==> config.mk <==
export PLATFORM = sky130hd
export DESIGN_NAME = mips_top
export DESIGN_NICKNAME = d
export VERILOG_FILES = /design/src/mips_isa_pkg.sv /design/src/mips_pipe_pkg.sv /design/src/pipe_ifs.sv /design/src/mips_fetch.sv /design/src/mips_regfile.sv /design/src/mips_decode.sv /design/src/mips_alu.sv /design/src/mips_writeback.sv /design/src/mips_top.sv
export SDC_FILE = /design/constraint.sdc
export NUM_CORES = 2
export LEC_CHECK = 0
export BUFFER_PORTS_ARGS = -buffer_cell sky130_fd_sc_hd__buf_4
export CORE_ASPECT_RATIO = 0.7
export CORE_MARGIN = 2
export CORE_UTILIZATION = 55
export CTS_CLUSTER_DIAMETER = 40
export DETAILED_ROUTE_END_ITERATION = 7
export PLACE_DENSITY = 0.71
export SLEW_MARGIN = 20
export SYNTH_ARGS = -nofsm -noshare
export SYNTH_HDL_FRONTEND = slang
export SYNTH_HIERARCHICAL = 1
export SYNTH_SLANG_ARGS = --single-unit
==> constraint.sdc <==
create_clock -name clock_i -period 11.07 [get_ports clock_i]
set_input_delay 1.6605 -clock clock_i [delete_from_list [all_inputs] [get_ports clock_i]]
set_output_delay 1.6605 -clock clock_i [all_outputs]
set_load 0.1 [all_outputs]
==> src/mips_isa_pkg.sv <==
package mips_isa_pkg;

    // instruction field positions
    localparam int OPCODE_LSB = 26;
    localparam int OPCODE_W   = 6;
    localparam int RS_LSB     = 21;
    localparam int RT_LSB     = 16;
    localparam int RD_LSB     = 11;
    localparam int SHAMT_LSB  = 6;
    localparam int SHAMT_W    = 5;
    localparam int FUNCT_LSB  = 0;
    localparam int FUNCT_W    = 6;
    localparam int IMM16_LSB  = 0;
    localparam int IMM16_W    = 16;

    localparam int REG_ADDR_W = 5;
    localparam int REG_COUNT  = 32;

    typedef logic [REG_ADDR_W-1:0] reg_addr_t;

    typedef enum logic [OPCODE_W-1:0] {
        SPECIAL = 6'h00,
        ADDIU   = 6'h09,
        SLTI    = 6'h0a,
        ANDI    = 6'h0c,
        ORI     = 6'h0d,
        XORI    = 6'h0e,
        LUI     = 6'h0f
    } opcode_e;

    // funct field of SPECIAL
    typedef enum logic [FUNCT_W-1:0] {
        SLL  = 6'h00,
        SRL  = 6'h02,
        SRA  = 6'h03,
        ADDU = 6'h21,
        SUBU = 6'h23,
        AND  = 6'h24,
        OR   = 6'h25,
        XOR  = 6'h26,
        NOR  = 6'h27,
        SLT  = 6'h2a,
        SLTU = 6'h2b
    } funct_e;

endpackage

==> src/mips_pipe_pkg.sv <==
package mips_pipe_pkg;

    localparam int XLEN = 32;

    typedef logic [XLEN-1:0] word_t;

    // boot vector of the kseg1 rom
    localparam word_t RESET_PC = 32'hbfc0_0000;
    localparam word_t PC_STEP  = 32'd4;

    // cycles from an accepted fetch to the debug trace
    localparam int WB_LATENCY  = 3;
    localparam int WB_WEN_BITS = 4;

    // register shifts share the immediate shift ops
    typedef enum logic [3:0] {
        ALU_ADD  = 4'd0,
        ALU_SUB  = 4'd1,
        ALU_AND  = 4'd2,
        ALU_OR   = 4'd3,
        ALU_XOR  = 4'd4,
        ALU_NOR  = 4'd5,
        ALU_SLT  = 4'd6,
        ALU_SLTU = 4'd7,
        ALU_SLL  = 4'd8,
        ALU_SRL  = 4'd9,
        ALU_SRA  = 4'd10,
        ALU_LUI  = 4'd11
    } alu_op_e;

endpackage

==> src/pipe_ifs.sv <==
`timescale 1ns/1ps

// decode to execute
interface exec_bus_if;
    import mips_isa_pkg::*;
    import mips_pipe_pkg::*;

    logic               valid;
    word_t              pc;
    alu_op_e            alu_op;
    word_t              operand_a;
    word_t              operand_b;
    logic [SHAMT_W-1:0] shamt;
    logic               write_en;
    reg_addr_t          write_addr;

    modport decode (
        output valid, pc, alu_op, operand_a, operand_b, shamt, write_en, write_addr
    );

    modport alu (
        input valid, pc, alu_op, operand_a, operand_b, shamt, write_en, write_addr
    );
endinterface

// a result heading for the register file
interface result_bus_if;
    import mips_isa_pkg::*;
    import mips_pipe_pkg::*;

    logic      valid;
    word_t     pc;
    logic      write_en;
    reg_addr_t write_addr;
    word_t     write_data;

    modport source (output valid, pc, write_en, write_addr, write_data);
    modport sink (input valid, pc, write_en, write_addr, write_data);
    // forwarding taps in decode
    modport monitor (input valid, pc, write_en, write_addr, write_data);
endinterface

==> src/mips_fetch.sv <==
`timescale 1ns/1ps

module mips_fetch (
    input  logic                 clock_i,
    input  logic                 rst_n_i,
    input  logic                 inst_stall_i,
    input  mips_pipe_pkg::word_t inst_sram_rdata_i,
    output mips_pipe_pkg::word_t inst_sram_addr_o,
    output logic                 fetch_valid_o,
    output mips_pipe_pkg::word_t fetch_pc_o,
    output mips_pipe_pkg::word_t fetch_inst_o
);
    import mips_pipe_pkg::*;

    word_t pc_q;

    always_ff @(posedge clock_i) begin
        if (!rst_n_i) begin
            pc_q <= RESET_PC;
        end else if (!inst_stall_i) begin
            pc_q <= pc_q + PC_STEP;
        end
    end

    // sram answers in the same cycle
    assign inst_sram_addr_o = pc_q;

    // a stalled cycle enters decode as a bubble
    always_ff @(posedge clock_i) begin
        if (!rst_n_i) begin
            fetch_valid_o <= 1'b0;
        end else begin
            fetch_valid_o <= !inst_stall_i;
        end
    end

    always_ff @(posedge clock_i) begin
        if (!inst_stall_i) begin
            fetch_pc_o   <= pc_q;
            fetch_inst_o <= inst_sram_rdata_i;
        end
    end

    // held address, and nothing handed to decode
    a_stall_holds_pc: assert property (
        @(posedge clock_i) disable iff (!rst_n_i)
        inst_stall_i |=> $stable(inst_sram_addr_o) && !fetch_valid_o
    ) else $error("fetch moved on during a stall");

endmodule

==> src/mips_regfile.sv <==
`timescale 1ns/1ps

module mips_regfile (
    input  logic                    clock_i,
    input  logic                    rst_n_i,
    input  mips_isa_pkg::reg_addr_t rs_addr_i,
    input  mips_isa_pkg::reg_addr_t rt_addr_i,
    output mips_pipe_pkg::word_t    rs_data_o,
    output mips_pipe_pkg::word_t    rt_data_o,
    result_bus_if.sink              wb
);
    import mips_isa_pkg::*;
    import mips_pipe_pkg::*;

    word_t regs_q [REG_COUNT];

    always_ff @(posedge clock_i) begin
        if (!rst_n_i) begin
            for (int i = 0; i < REG_COUNT; i++) begin
                regs_q[i] <= '0;
            end
        end else if (wb.valid && wb.write_en) begin
            regs_q[wb.write_addr] <= wb.write_data;
        end
    end

    // $zero is hardwired
    assign rs_data_o = (rs_addr_i == '0) ? '0 : regs_q[rs_addr_i];
    assign rt_data_o = (rt_addr_i == '0) ? '0 : regs_q[rt_addr_i];

    // decode drops the write enable for $zero
    a_no_zero_write: assert property (
        @(posedge clock_i) disable iff (!rst_n_i)
        (wb.valid && wb.write_en) |-> (wb.write_addr != '0)
    ) else $error("register file write to $zero");

endmodule

==> src/mips_decode.sv <==
`timescale 1ns/1ps

module mips_decode (
    input  logic                    clock_i,
    input  logic                    rst_n_i,
    input  logic                    fetch_valid_i,
    input  mips_pipe_pkg::word_t    fetch_pc_i,
    input  mips_pipe_pkg::word_t    fetch_inst_i,
    output mips_isa_pkg::reg_addr_t rs_addr_o,
    output mips_isa_pkg::reg_addr_t rt_addr_o,
    input  mips_pipe_pkg::word_t    rs_data_i,
    input  mips_pipe_pkg::word_t    rt_data_i,
    result_bus_if.monitor           ex_res,
    result_bus_if.monitor           wb_res,
    exec_bus_if.decode              exec
);
    import mips_isa_pkg::*;
    import mips_pipe_pkg::*;

    opcode_e              opcode;
    funct_e               funct;
    reg_addr_t            rd_addr;
    reg_addr_t            dest;
    logic [IMM16_W-1:0]   imm16;
    word_t                imm_sext;
    word_t                imm_zext;
    word_t                imm_upper;
    word_t                imm_ext;
    word_t                rs_val;
    word_t                rt_val;
    alu_op_e              alu_op_d;
    logic                 known;
    logic                 write_en_d;

    assign opcode    = opcode_e'(fetch_inst_i[OPCODE_LSB +: OPCODE_W]);
    assign funct     = funct_e'(fetch_inst_i[FUNCT_LSB +: FUNCT_W]);
    assign rs_addr_o = fetch_inst_i[RS_LSB +: REG_ADDR_W];
    assign rt_addr_o = fetch_inst_i[RT_LSB +: REG_ADDR_W];
    assign rd_addr   = fetch_inst_i[RD_LSB +: REG_ADDR_W];
    assign imm16     = fetch_inst_i[IMM16_LSB +: IMM16_W];

    assign imm_sext  = {{(XLEN-IMM16_W){imm16[IMM16_W-1]}}, imm16};
    assign imm_zext  = {{(XLEN-IMM16_W){1'b0}}, imm16};
    assign imm_upper = {imm16, {(XLEN-IMM16_W){1'b0}}};

    // execute result is one slot newer than writeback
    assign rs_val = (ex_res.valid && ex_res.write_en && ex_res.write_addr == rs_addr_o) ?
                    ex_res.write_data :
                    (wb_res.valid && wb_res.write_en && wb_res.write_addr == rs_addr_o) ?
                    wb_res.write_data : rs_data_i;
    assign rt_val = (ex_res.valid && ex_res.write_en && ex_res.write_addr == rt_addr_o) ?
                    ex_res.write_data :
                    (wb_res.valid && wb_res.write_en && wb_res.write_addr == rt_addr_o) ?
                    wb_res.write_data : rt_data_i;

    always_comb begin
        alu_op_d = ALU_ADD;
        imm_ext  = imm_sext;
        known    = 1'b1;
        case (opcode)
            SPECIAL: begin
                case (funct)
                    SLL:     alu_op_d = ALU_SLL;
                    SRL:     alu_op_d = ALU_SRL;
                    SRA:     alu_op_d = ALU_SRA;
                    ADDU:    alu_op_d = ALU_ADD;
                    SUBU:    alu_op_d = ALU_SUB;
                    AND:     alu_op_d = ALU_AND;
                    OR:      alu_op_d = ALU_OR;
                    XOR:     alu_op_d = ALU_XOR;
                    NOR:     alu_op_d = ALU_NOR;
                    SLT:     alu_op_d = ALU_SLT;
                    SLTU:    alu_op_d = ALU_SLTU;
                    default: known = 1'b0;
                endcase
            end
            ADDIU:   alu_op_d = ALU_ADD;
            SLTI:    alu_op_d = ALU_SLT;
            ANDI: begin
                alu_op_d = ALU_AND;
                imm_ext  = imm_zext;
            end
            ORI: begin
                alu_op_d = ALU_OR;
                imm_ext  = imm_zext;
            end
            XORI: begin
                alu_op_d = ALU_XOR;
                imm_ext  = imm_zext;
            end
            LUI: begin
                alu_op_d = ALU_LUI;
                imm_ext  = imm_upper;
            end
            default: known = 1'b0;
        endcase
    end

    // i-type writes rt
    assign dest       = (opcode == SPECIAL) ? rd_addr : rt_addr_o;
    assign write_en_d = fetch_valid_i && known && (dest != '0);

    always_ff @(posedge clock_i) begin
        if (!rst_n_i) begin
            exec.valid    <= 1'b0;
            exec.write_en <= 1'b0;
        end else begin
            exec.valid    <= fetch_valid_i && known;
            exec.write_en <= write_en_d;
        end
    end

    always_ff @(posedge clock_i) begin
        exec.pc         <= fetch_pc_i;
        exec.alu_op     <= alu_op_d;
        exec.operand_a  <= rs_val;
        exec.operand_b  <= (opcode == SPECIAL) ? rt_val : imm_ext;
        exec.shamt      <= fetch_inst_i[SHAMT_LSB +: SHAMT_W];
        exec.write_addr <= dest;
    end

endmodule

==> src/mips_alu.sv <==
`timescale 1ns/1ps

module mips_alu (
    exec_bus_if.alu      exec,
    result_bus_if.source ex_res
);
    import mips_pipe_pkg::*;

    word_t result;

    always_comb begin
        case (exec.alu_op)
            ALU_ADD:  result = exec.operand_a + exec.operand_b;
            ALU_SUB:  result = exec.operand_a - exec.operand_b;
            ALU_AND:  result = exec.operand_a & exec.operand_b;
            ALU_OR:   result = exec.operand_a | exec.operand_b;
            ALU_XOR:  result = exec.operand_a ^ exec.operand_b;
            ALU_NOR:  result = ~(exec.operand_a | exec.operand_b);
            ALU_SLT: begin
                result = {{(XLEN-1){1'b0}},
                          $signed(exec.operand_a) < $signed(exec.operand_b)};
            end
            ALU_SLTU: begin
                result = {{(XLEN-1){1'b0}}, exec.operand_a < exec.operand_b};
            end
            // shifts act on rt by the decoded shamt
            ALU_SLL:  result = exec.operand_b << exec.shamt;
            ALU_SRL:  result = exec.operand_b >> exec.shamt;
            ALU_SRA:  result = $signed(exec.operand_b) >>> exec.shamt;
            ALU_LUI:  result = exec.operand_b;
            default:  result = '0;
        endcase
    end

    assign ex_res.valid      = exec.valid;
    assign ex_res.pc         = exec.pc;
    assign ex_res.write_en   = exec.write_en;
    assign ex_res.write_addr = exec.write_addr;
    assign ex_res.write_data = result;

    // decode only issues mapped operations
    a_alu_op_known: assert final (
        exec.valid !== 1'b1 || (!$isunknown(exec.alu_op) && exec.alu_op <= ALU_LUI)
    ) else $error("unmapped alu_op %0h issued", exec.alu_op);

endmodule

==> src/mips_writeback.sv <==
`timescale 1ns/1ps

module mips_writeback (
    input  logic                                  clock_i,
    input  logic                                  rst_n_i,
    result_bus_if.sink                            ex_res,
    result_bus_if.source                          wb_res,
    output mips_pipe_pkg::word_t                  debug_wb_pc_o,
    output logic [mips_pipe_pkg::WB_WEN_BITS-1:0] debug_wb_wen_o,
    output mips_isa_pkg::reg_addr_t               debug_wb_num_o,
    output mips_pipe_pkg::word_t                  debug_wb_data_o
);
    import mips_pipe_pkg::*;

    // execute result held for the trace and the register file
    always_ff @(posedge clock_i) begin
        if (!rst_n_i) begin
            wb_res.valid      <= 1'b0;
            wb_res.pc         <= '0;
            wb_res.write_en   <= 1'b0;
            wb_res.write_addr <= '0;
            wb_res.write_data <= '0;
        end else begin
            wb_res.valid      <= ex_res.valid;
            wb_res.pc         <= ex_res.pc;
            wb_res.write_en   <= ex_res.write_en;
            wb_res.write_addr <= ex_res.write_addr;
            wb_res.write_data <= ex_res.write_data;
        end
    end

    // all byte lanes or none
    assign debug_wb_wen_o  = {WB_WEN_BITS{wb_res.valid && wb_res.write_en}};
    assign debug_wb_num_o  = wb_res.write_addr;
    assign debug_wb_data_o = wb_res.write_data;
    assign debug_wb_pc_o   = wb_res.pc;

endmodule

==> src/mips_top.sv <==
`timescale 1ns/1ps

module mips_top (
    input  logic                                  clock_i,
    input  logic                                  rst_n_i,
    output mips_pipe_pkg::word_t                  inst_sram_addr_o,
    input  mips_pipe_pkg::word_t                  inst_sram_rdata_i,
    input  logic                                  inst_stall_i,
    output mips_pipe_pkg::word_t                  debug_wb_pc_o,
    output logic [mips_pipe_pkg::WB_WEN_BITS-1:0] debug_wb_wen_o,
    output mips_isa_pkg::reg_addr_t               debug_wb_num_o,
    output mips_pipe_pkg::word_t                  debug_wb_data_o
);
    import mips_isa_pkg::*;
    import mips_pipe_pkg::*;

    logic      fetch_valid;
    word_t     fetch_pc;
    word_t     fetch_inst;
    reg_addr_t rs_addr;
    reg_addr_t rt_addr;
    word_t     rs_data;
    word_t     rt_data;

    exec_bus_if   exec ();
    // ex_res feeds writeback, wb_res feeds the register file
    result_bus_if ex_res ();
    result_bus_if wb_res ();

    mips_fetch i_fetch (
        .clock_i          (clock_i),
        .rst_n_i          (rst_n_i),
        .inst_stall_i     (inst_stall_i),
        .inst_sram_rdata_i(inst_sram_rdata_i),
        .inst_sram_addr_o (inst_sram_addr_o),
        .fetch_valid_o    (fetch_valid),
        .fetch_pc_o       (fetch_pc),
        .fetch_inst_o     (fetch_inst)
    );

    mips_decode i_decode (
        .clock_i      (clock_i),
        .rst_n_i      (rst_n_i),
        .fetch_valid_i(fetch_valid),
        .fetch_pc_i   (fetch_pc),
        .fetch_inst_i (fetch_inst),
        .rs_addr_o    (rs_addr),
        .rt_addr_o    (rt_addr),
        .rs_data_i    (rs_data),
        .rt_data_i    (rt_data),
        .ex_res       (ex_res),
        .wb_res       (wb_res),
        .exec         (exec)
    );

    mips_regfile i_regfile (
        .clock_i  (clock_i),
        .rst_n_i  (rst_n_i),
        .rs_addr_i(rs_addr),
        .rt_addr_i(rt_addr),
        .rs_data_o(rs_data),
        .rt_data_o(rt_data),
        .wb       (wb_res)
    );

    mips_alu i_alu (
        .exec  (exec),
        .ex_res(ex_res)
    );

    mips_writeback i_writeback (
        .clock_i        (clock_i),
        .rst_n_i        (rst_n_i),
        .ex_res         (ex_res),
        .wb_res         (wb_res),
        .debug_wb_pc_o  (debug_wb_pc_o),
        .debug_wb_wen_o (debug_wb_wen_o),
        .debug_wb_num_o (debug_wb_num_o),
        .debug_wb_data_o(debug_wb_data_o)
    );

endmodule

# Yosys cells after proc, flatten, opt, wreduce, memory -nomap -nowiden
# Memory sizes are Yosys's and may differ from the RTL's. A register that Yosys moved wholly into a read port is not among the register bits.
# Index checks and enable logic that the tools add are counted.
# classes
n_addsub	3
n_bitwise	4
muxes	23
magnitude_cmp	2
n_reduce_logical	19
shift	3
eq_ne	31
# op_table
op	n
$pmux W32 S12	1
$mux W32	8
$lt A32 B32 Y1	2
$pmux W32 S2	1
$eq A6 B6 Y1 const B	8
$pmux W4 S10	1
$eq A6 B4 Y1 const B	6
$add A32 B3 Y32 const B	1
$add A32 B32 Y32	1
$and A32 B32 Y32	1
$not A32 Y32	1
$or A32 B32 Y32	1
$reduce_or A32 Y1	1
$shl A32 B5 Y32	1
$shr A32 B5 Y32	1
$sshr A32 B5 Y32	1
$sub A32 B32 Y32	1
$xor A32 B32 Y32	1
$pmux W4 S6	1
$eq A5 B5 Y1	4
$mux W5	4
$eq A4 B3 Y1 const B	4
$eq A4 B4 Y1 const B	4
$eq A6 B2 Y1 const B	2
other kinds (13)	28
# totals
word_cells	103
out_inout_bits	105
ram_bits	1024
inputBits	35
reg_bits	280
mem_count	1
# memory_table
memory	words	width	read_ports	rd_clocked_by_memory_dff	wr	line	text
i_regfile.regs_q	32	32	2	2	32	mips_regfile.sv:15	word_t regs_q [REG_COUNT];

# Logic depth before layout (Yosys ltp)
# logic_depth
word_depth	6
mapped_depth	16
ltp_nobuf	14

# By module
# Netlist, hierarchy kept.
# by_module_without_submodules
mod	n_inst	cells_per_inst	seq_area_each_um2	area_per_inst_um2
mips_regfile	1	3806	30749.5	54937.7
mips_alu	1	1436	0.0	9754.4
mips_decode	1	446	2242.2	4441.8
mips_fetch	1	233	2482.4	3355.7
mips_writeback	1	222	1421.4	2536.2

# Worst setup path before layout
# OpenSTA, ideal clock, no wires.
# synth_timing
kind	input to register
startpoint	input rst_n_i
endpoint	memory i_regfile/regs_q[24][0] (netlist name) (enable)
n_path_buf	2
arrival_time_ns	4.840
setup_time_ns	0.466
path_slack_ns	5.764
required_ns	10.604
stages	5
cell_sequence	and3_1 or3b_1 buf_2 buf_2 o21ai_0
# synth_lines
item	line	text
start, declared	mips_top.sv:5	input logic rst_n_i,
end, declared	mips_regfile.sv:15	

# Worst setup path in the final report
# layout_timing
startpoint	register i_decode.exec.operand_b[1]
endpoint	register i_decode.exec.operand_b[31]
# layout_via
elab_chain_len	4
word_cells_on_any_way	8
classes_between	2 x add/sub; 3 x shift; 3 x mux
# layout_lines
item	line	text
start, declared	pipe_ifs.sv:18	output valid, pc, alu_op, operand_a, operand_b, shamt, write_en, write_addr
start signal, assigned	mips_decode.sv:117	exec.operand_b <= (opcode == SPECIAL) ? rt_val : imm_ext;
$sub A32 B32 Y32, or another cell as far along	mips_alu.sv:14	ALU_SUB: result = exec.operand_a - exec.operand_b;
$pmux W32 S12 *	mips_alu.sv:12	case (exec.alu_op)
via ex_res.write_data[31]	pipe_ifs.sv:35	word_t write_data;
$mux W32 *	mips_decode.sv:51	assign rt_val = (ex_res.valid && ex_res.write_en && ex_res.write_addr == rt_addr_o) ?
$mux W32 *	mips_decode.sv:117	
# The timed path passes the listed nets; every way through them passes the cells marked *.
# A chain may end at the register's enable or synchronous reset.

==> summary by stage <==
Timing
The number of pins with negative max-slew slack in the final report is 0. The relative slew slack is 20.5%. On the final layout, the worst clock skew is 0.0478 ns. The number of hold violations in the final report was 0. The period utilization is 44.6%. The worst path needs 4.94 ns of the cycle, external delays included.

The timing-limited maximum frequency is 0.203 GHz. Setup repair after global routing left no endpoint under its margin. The final-layout worst hold slack is 0.330 ns. Setup violations remaining at the end of the flow were counted as 0. In the final timing run, aggregate negative setup slack is 0 ns. For the pin with the worst max-slew slack, the measured transition is 1.19 ns.

Clock network
The maximum root-to-sink buffer count is 3. The H-tree was split into 4 levels. In this run, post-CTS hold repair placed 0 buffers. The clock sink total is 1,300.

The root buffer cell is clkbuf_16. After clock tree synthesis, the clock-pin slew on the worst setup and hold paths is 0.07 ns. The number of buffers inserted during clock tree synthesis is 152. The number of buffers added for setup after CTS is 0. At the later pin of the worst-skew pair, clock insertion delay measures 0.80 ns. The TritonCTS clock tree is done. The quantity of gates resized following cts is 0.

Synth
The cell count after synthesis came out at 6,111. After synthesis, the mean cell area works out to 12.2 sq um. After synthesis the cells add up to 74,800 sq um.

The synthesis warning total is 6.

Global routing
The number of global-route vias before repair is 52,300. The aggregate global-route resource usage is 38.0%. The wire length of the first global-routing pass is 380,000 um. The number of antenna violations at the first check in global routing is 2. Entering global routing, the biggest net connects 127 pins.

The leftover overflow at the end of global routing is 0.

Finish
For this run, the post-layout net count is 6,047. Measured on the finished design, the core utilization comes to 60.4%. The count of fill cells added during filler insertion is 10,400. The area growth from synthesis to layout is 9.30%.

Cells with a size suffix above 1 make up 20.4% of the layout.

Pwr
For this design the static power due to leakage is 30.9 nW. The largest vdd supply drop is 0.157 mV. For this design the total switching power over the nets is 0.00473 W. The part of the total power dissipated in the clock network is 35.6%.

The internal power is 0.00938 W. Net switching is 33.5% of the power. The part of the power in registers is 41.6%. The power share of the combinational group is 22.9%. The areal power density over the cells is 173 nW/um^2.

Placement
Summed over all nets, the half-perimeter wirelength after detailed placement is 172,000 um. Buffers placed on the I/O ports in this run total 137. At the end of routability-driven placement, the weighted congestion stood at 1.09.

Floorplan
The area of the core is 135,000 sq um. The die area is 139,000 sq um. The initial utilization of the core area, before any placement, comes to 55.3%.

Pin placement for this block handled 140 I/O pins. In this run the horizontal extent of the chip is 445 um. The floorplan has 113 rows.

The floorplan step set the die height to 313 um.

Setup path
The type of element capturing the critical path is a flip-flop. The setup check on the worst reg-to-reg path leaves a slack of 6.13 ns. The startpoint class of the critical path is a flip-flop. The endpoint of the lowest-slack register-to-register path is i_decode/exec.operand_b[31]. In this design, the stage delay of the slowest critical-path cell is 0.80 ns. Walking the worst path, the cells encountered are inv_1, ha_1, a211oi_1, o211ai_1, o21a_1, nor2_1, o21a_1, o41ai_2, a311oi_1, mux2i_1, o21ai_1, nor2_1, a221oi_1. At the worst endpoint, the required time is 11.75 ns.

The source of the worst register-to-register timing path is i_decode/exec.operand_b[1]. The slowest stage of the critical path belongs to the cell nor2_1. The worst-path maximum fanout is 10. The endpoint arrival time on the critical path is 5.62 ns.

By startpoint and endpoint, the worst setup path is classified as flip-flop to flip-flop. The critical path startpoint is i_decode/exec.operand_b[1]. The worst reg-to-reg path cell count is 13.

Detailed routing
The first TritonRoute pass finished after 8 iterations. Wires add up to 269,000 um. The via density per instance is 7.12. In this run, the number of DRC markers left after iteration 0 of detailed routing was 10,100. The remaining antenna violation count is 0.

In the routed design, unresolved DRC markers number 1. Dividing the detail-routed wire length by the instance count gives 34.3 um. Detailed routing inserted a total of 55,700 vias.

Worst hold path
The class of the worst hold path is flip-flop to flip-flop. The startpoint identified for the worst hold timing path is i_fetch/fetch_pc_o[3]. Along the worst hold path, the cell count comes to 0. The sink of the worst hold path is i_decode/exec.pc[3].

Flow run
The max-cap violation count is 0.

Status
The flow ran to the end, but the final reports show violations. The final reports fail on DRC.
area by class of cell:
| class | count | area, sq um | area share [%] |
|---|---|---|---|
| well taps | 1782 | 2230 | 2.73 |
| repair buffers | 317 | 2460 | 3.01 |
| clock inverters | 95 | 802 | 0.981 |
| clock buffers | 183 | 4210 | 5.14 |
| flip-flops and latches | 1300 | 36900 | 45.2 |
| inverters | 116 | 435 | 0.533 |
| multi-input cells | 4025 | 34700 | 42.4 |
| diodes | 5 | 12.5 | 0.0153 |
state kept, by name (all words and copies together) (netlist names), 30 cells and up:
register,flops
i_fetch/inst_sram_addr_o,30
i_regfile/regs_q,1024
i_decode/exec.pc,32
i_fetch/fetch_inst_o,32
i_writeback/debug_wb_data_o,32
i_decode/exec.operand_a,32
i_writeback/debug_wb_pc_o,32
i_fetch/fetch_pc_o,30
i_decode/exec.operand_b,32
stage by stage:
step                      area, sq um  std cells  total power, W  setup WS (ns)
after floorplan                 74800       6114         0.00796           5.76
after global placement          76700       7540         0.00898           6.18
after detailed placement        76700       7540         0.00901           6.21
after CTS                       81700       7818          0.0140           6.17
after global routing            81700       7818          0.0144           5.95
final                           81700       7823          0.0141           6.13
placed cells by master (no fill, tap or decap), types with 64 or more instances in the layout:
| master | instances |
|---|---|
| and2_2 | 72 |
| o21ai_0 | 134 |
| nor3_1 | 64 |
| and2_1 | 1039 |
| mux2i_1 | 451 |
| nor2_1 | 208 |
| inv_1 | 109 |
| mux4_2 | 394 |
| nand2_1 | 177 |
| a22oi_1 | 132 |
| buf_4 | 310 |
| a21oi_1 | 229 |
| edfxtp_1 | 1086 |
| clkbuf_16 | 161 |
| dfxtp_1 | 202 |
| ha_1 | 98 |
| a211oi_1 | 97 |
power by group through the flow:
stage | registers, W | clock network (W) | logic [W]
final | 0.00586 | 0.00501 | 0.00323
after floorplan | 0.00602 | 0 | 0.00194
after detailed placement | 0.00594 | 0 | 0.00307
after global placement | 0.00593 | 0 | 0.00305
after global routing | 0.00588 | 0.00525 | 0.00331
after CTS | 0.00584 | 0.00504 | 0.00308
layer usage:
layer / part of all wire (%) / GRT usage, %
met1: 39 / 55.6
met2: 40 / 49.9
met3: 17 / 15.4
met4: 4.6 / 15.1
met5: 0.19 / 0.709
worst max path at each step:
| stage | to | slack (ns) |
|---|---|---|
| after floorplan | i_regfile/regs_q[24][0] | 5.76 |
| after global placement | i_decode/exec.operand_b[30] | 6.18 |
| after detailed placement | i_decode/exec.operand_b[30] | 6.21 |
| after CTS | i_decode/exec.operand_b[16] | 6.17 |
| after global routing | i_decode/exec.operand_b[30] | 5.95 |
| final | i_decode/exec.operand_b[31] | 6.13 |
critical path, delay by kind of cell, from the launching register on:
kind | cells | cell delay, ns
AO/OA/AOI/OAI | 8 | 2.57
AND/OR/NAND/NOR | 2 | 0.96
flip-flops | 1 | 0.58
adder cells (fa/ha/maj) | 1 | 0.37
buffers and inverters | 1 | 0.21
multiplexers | 1 | 0.13
(Power assumes the default switching activity.)
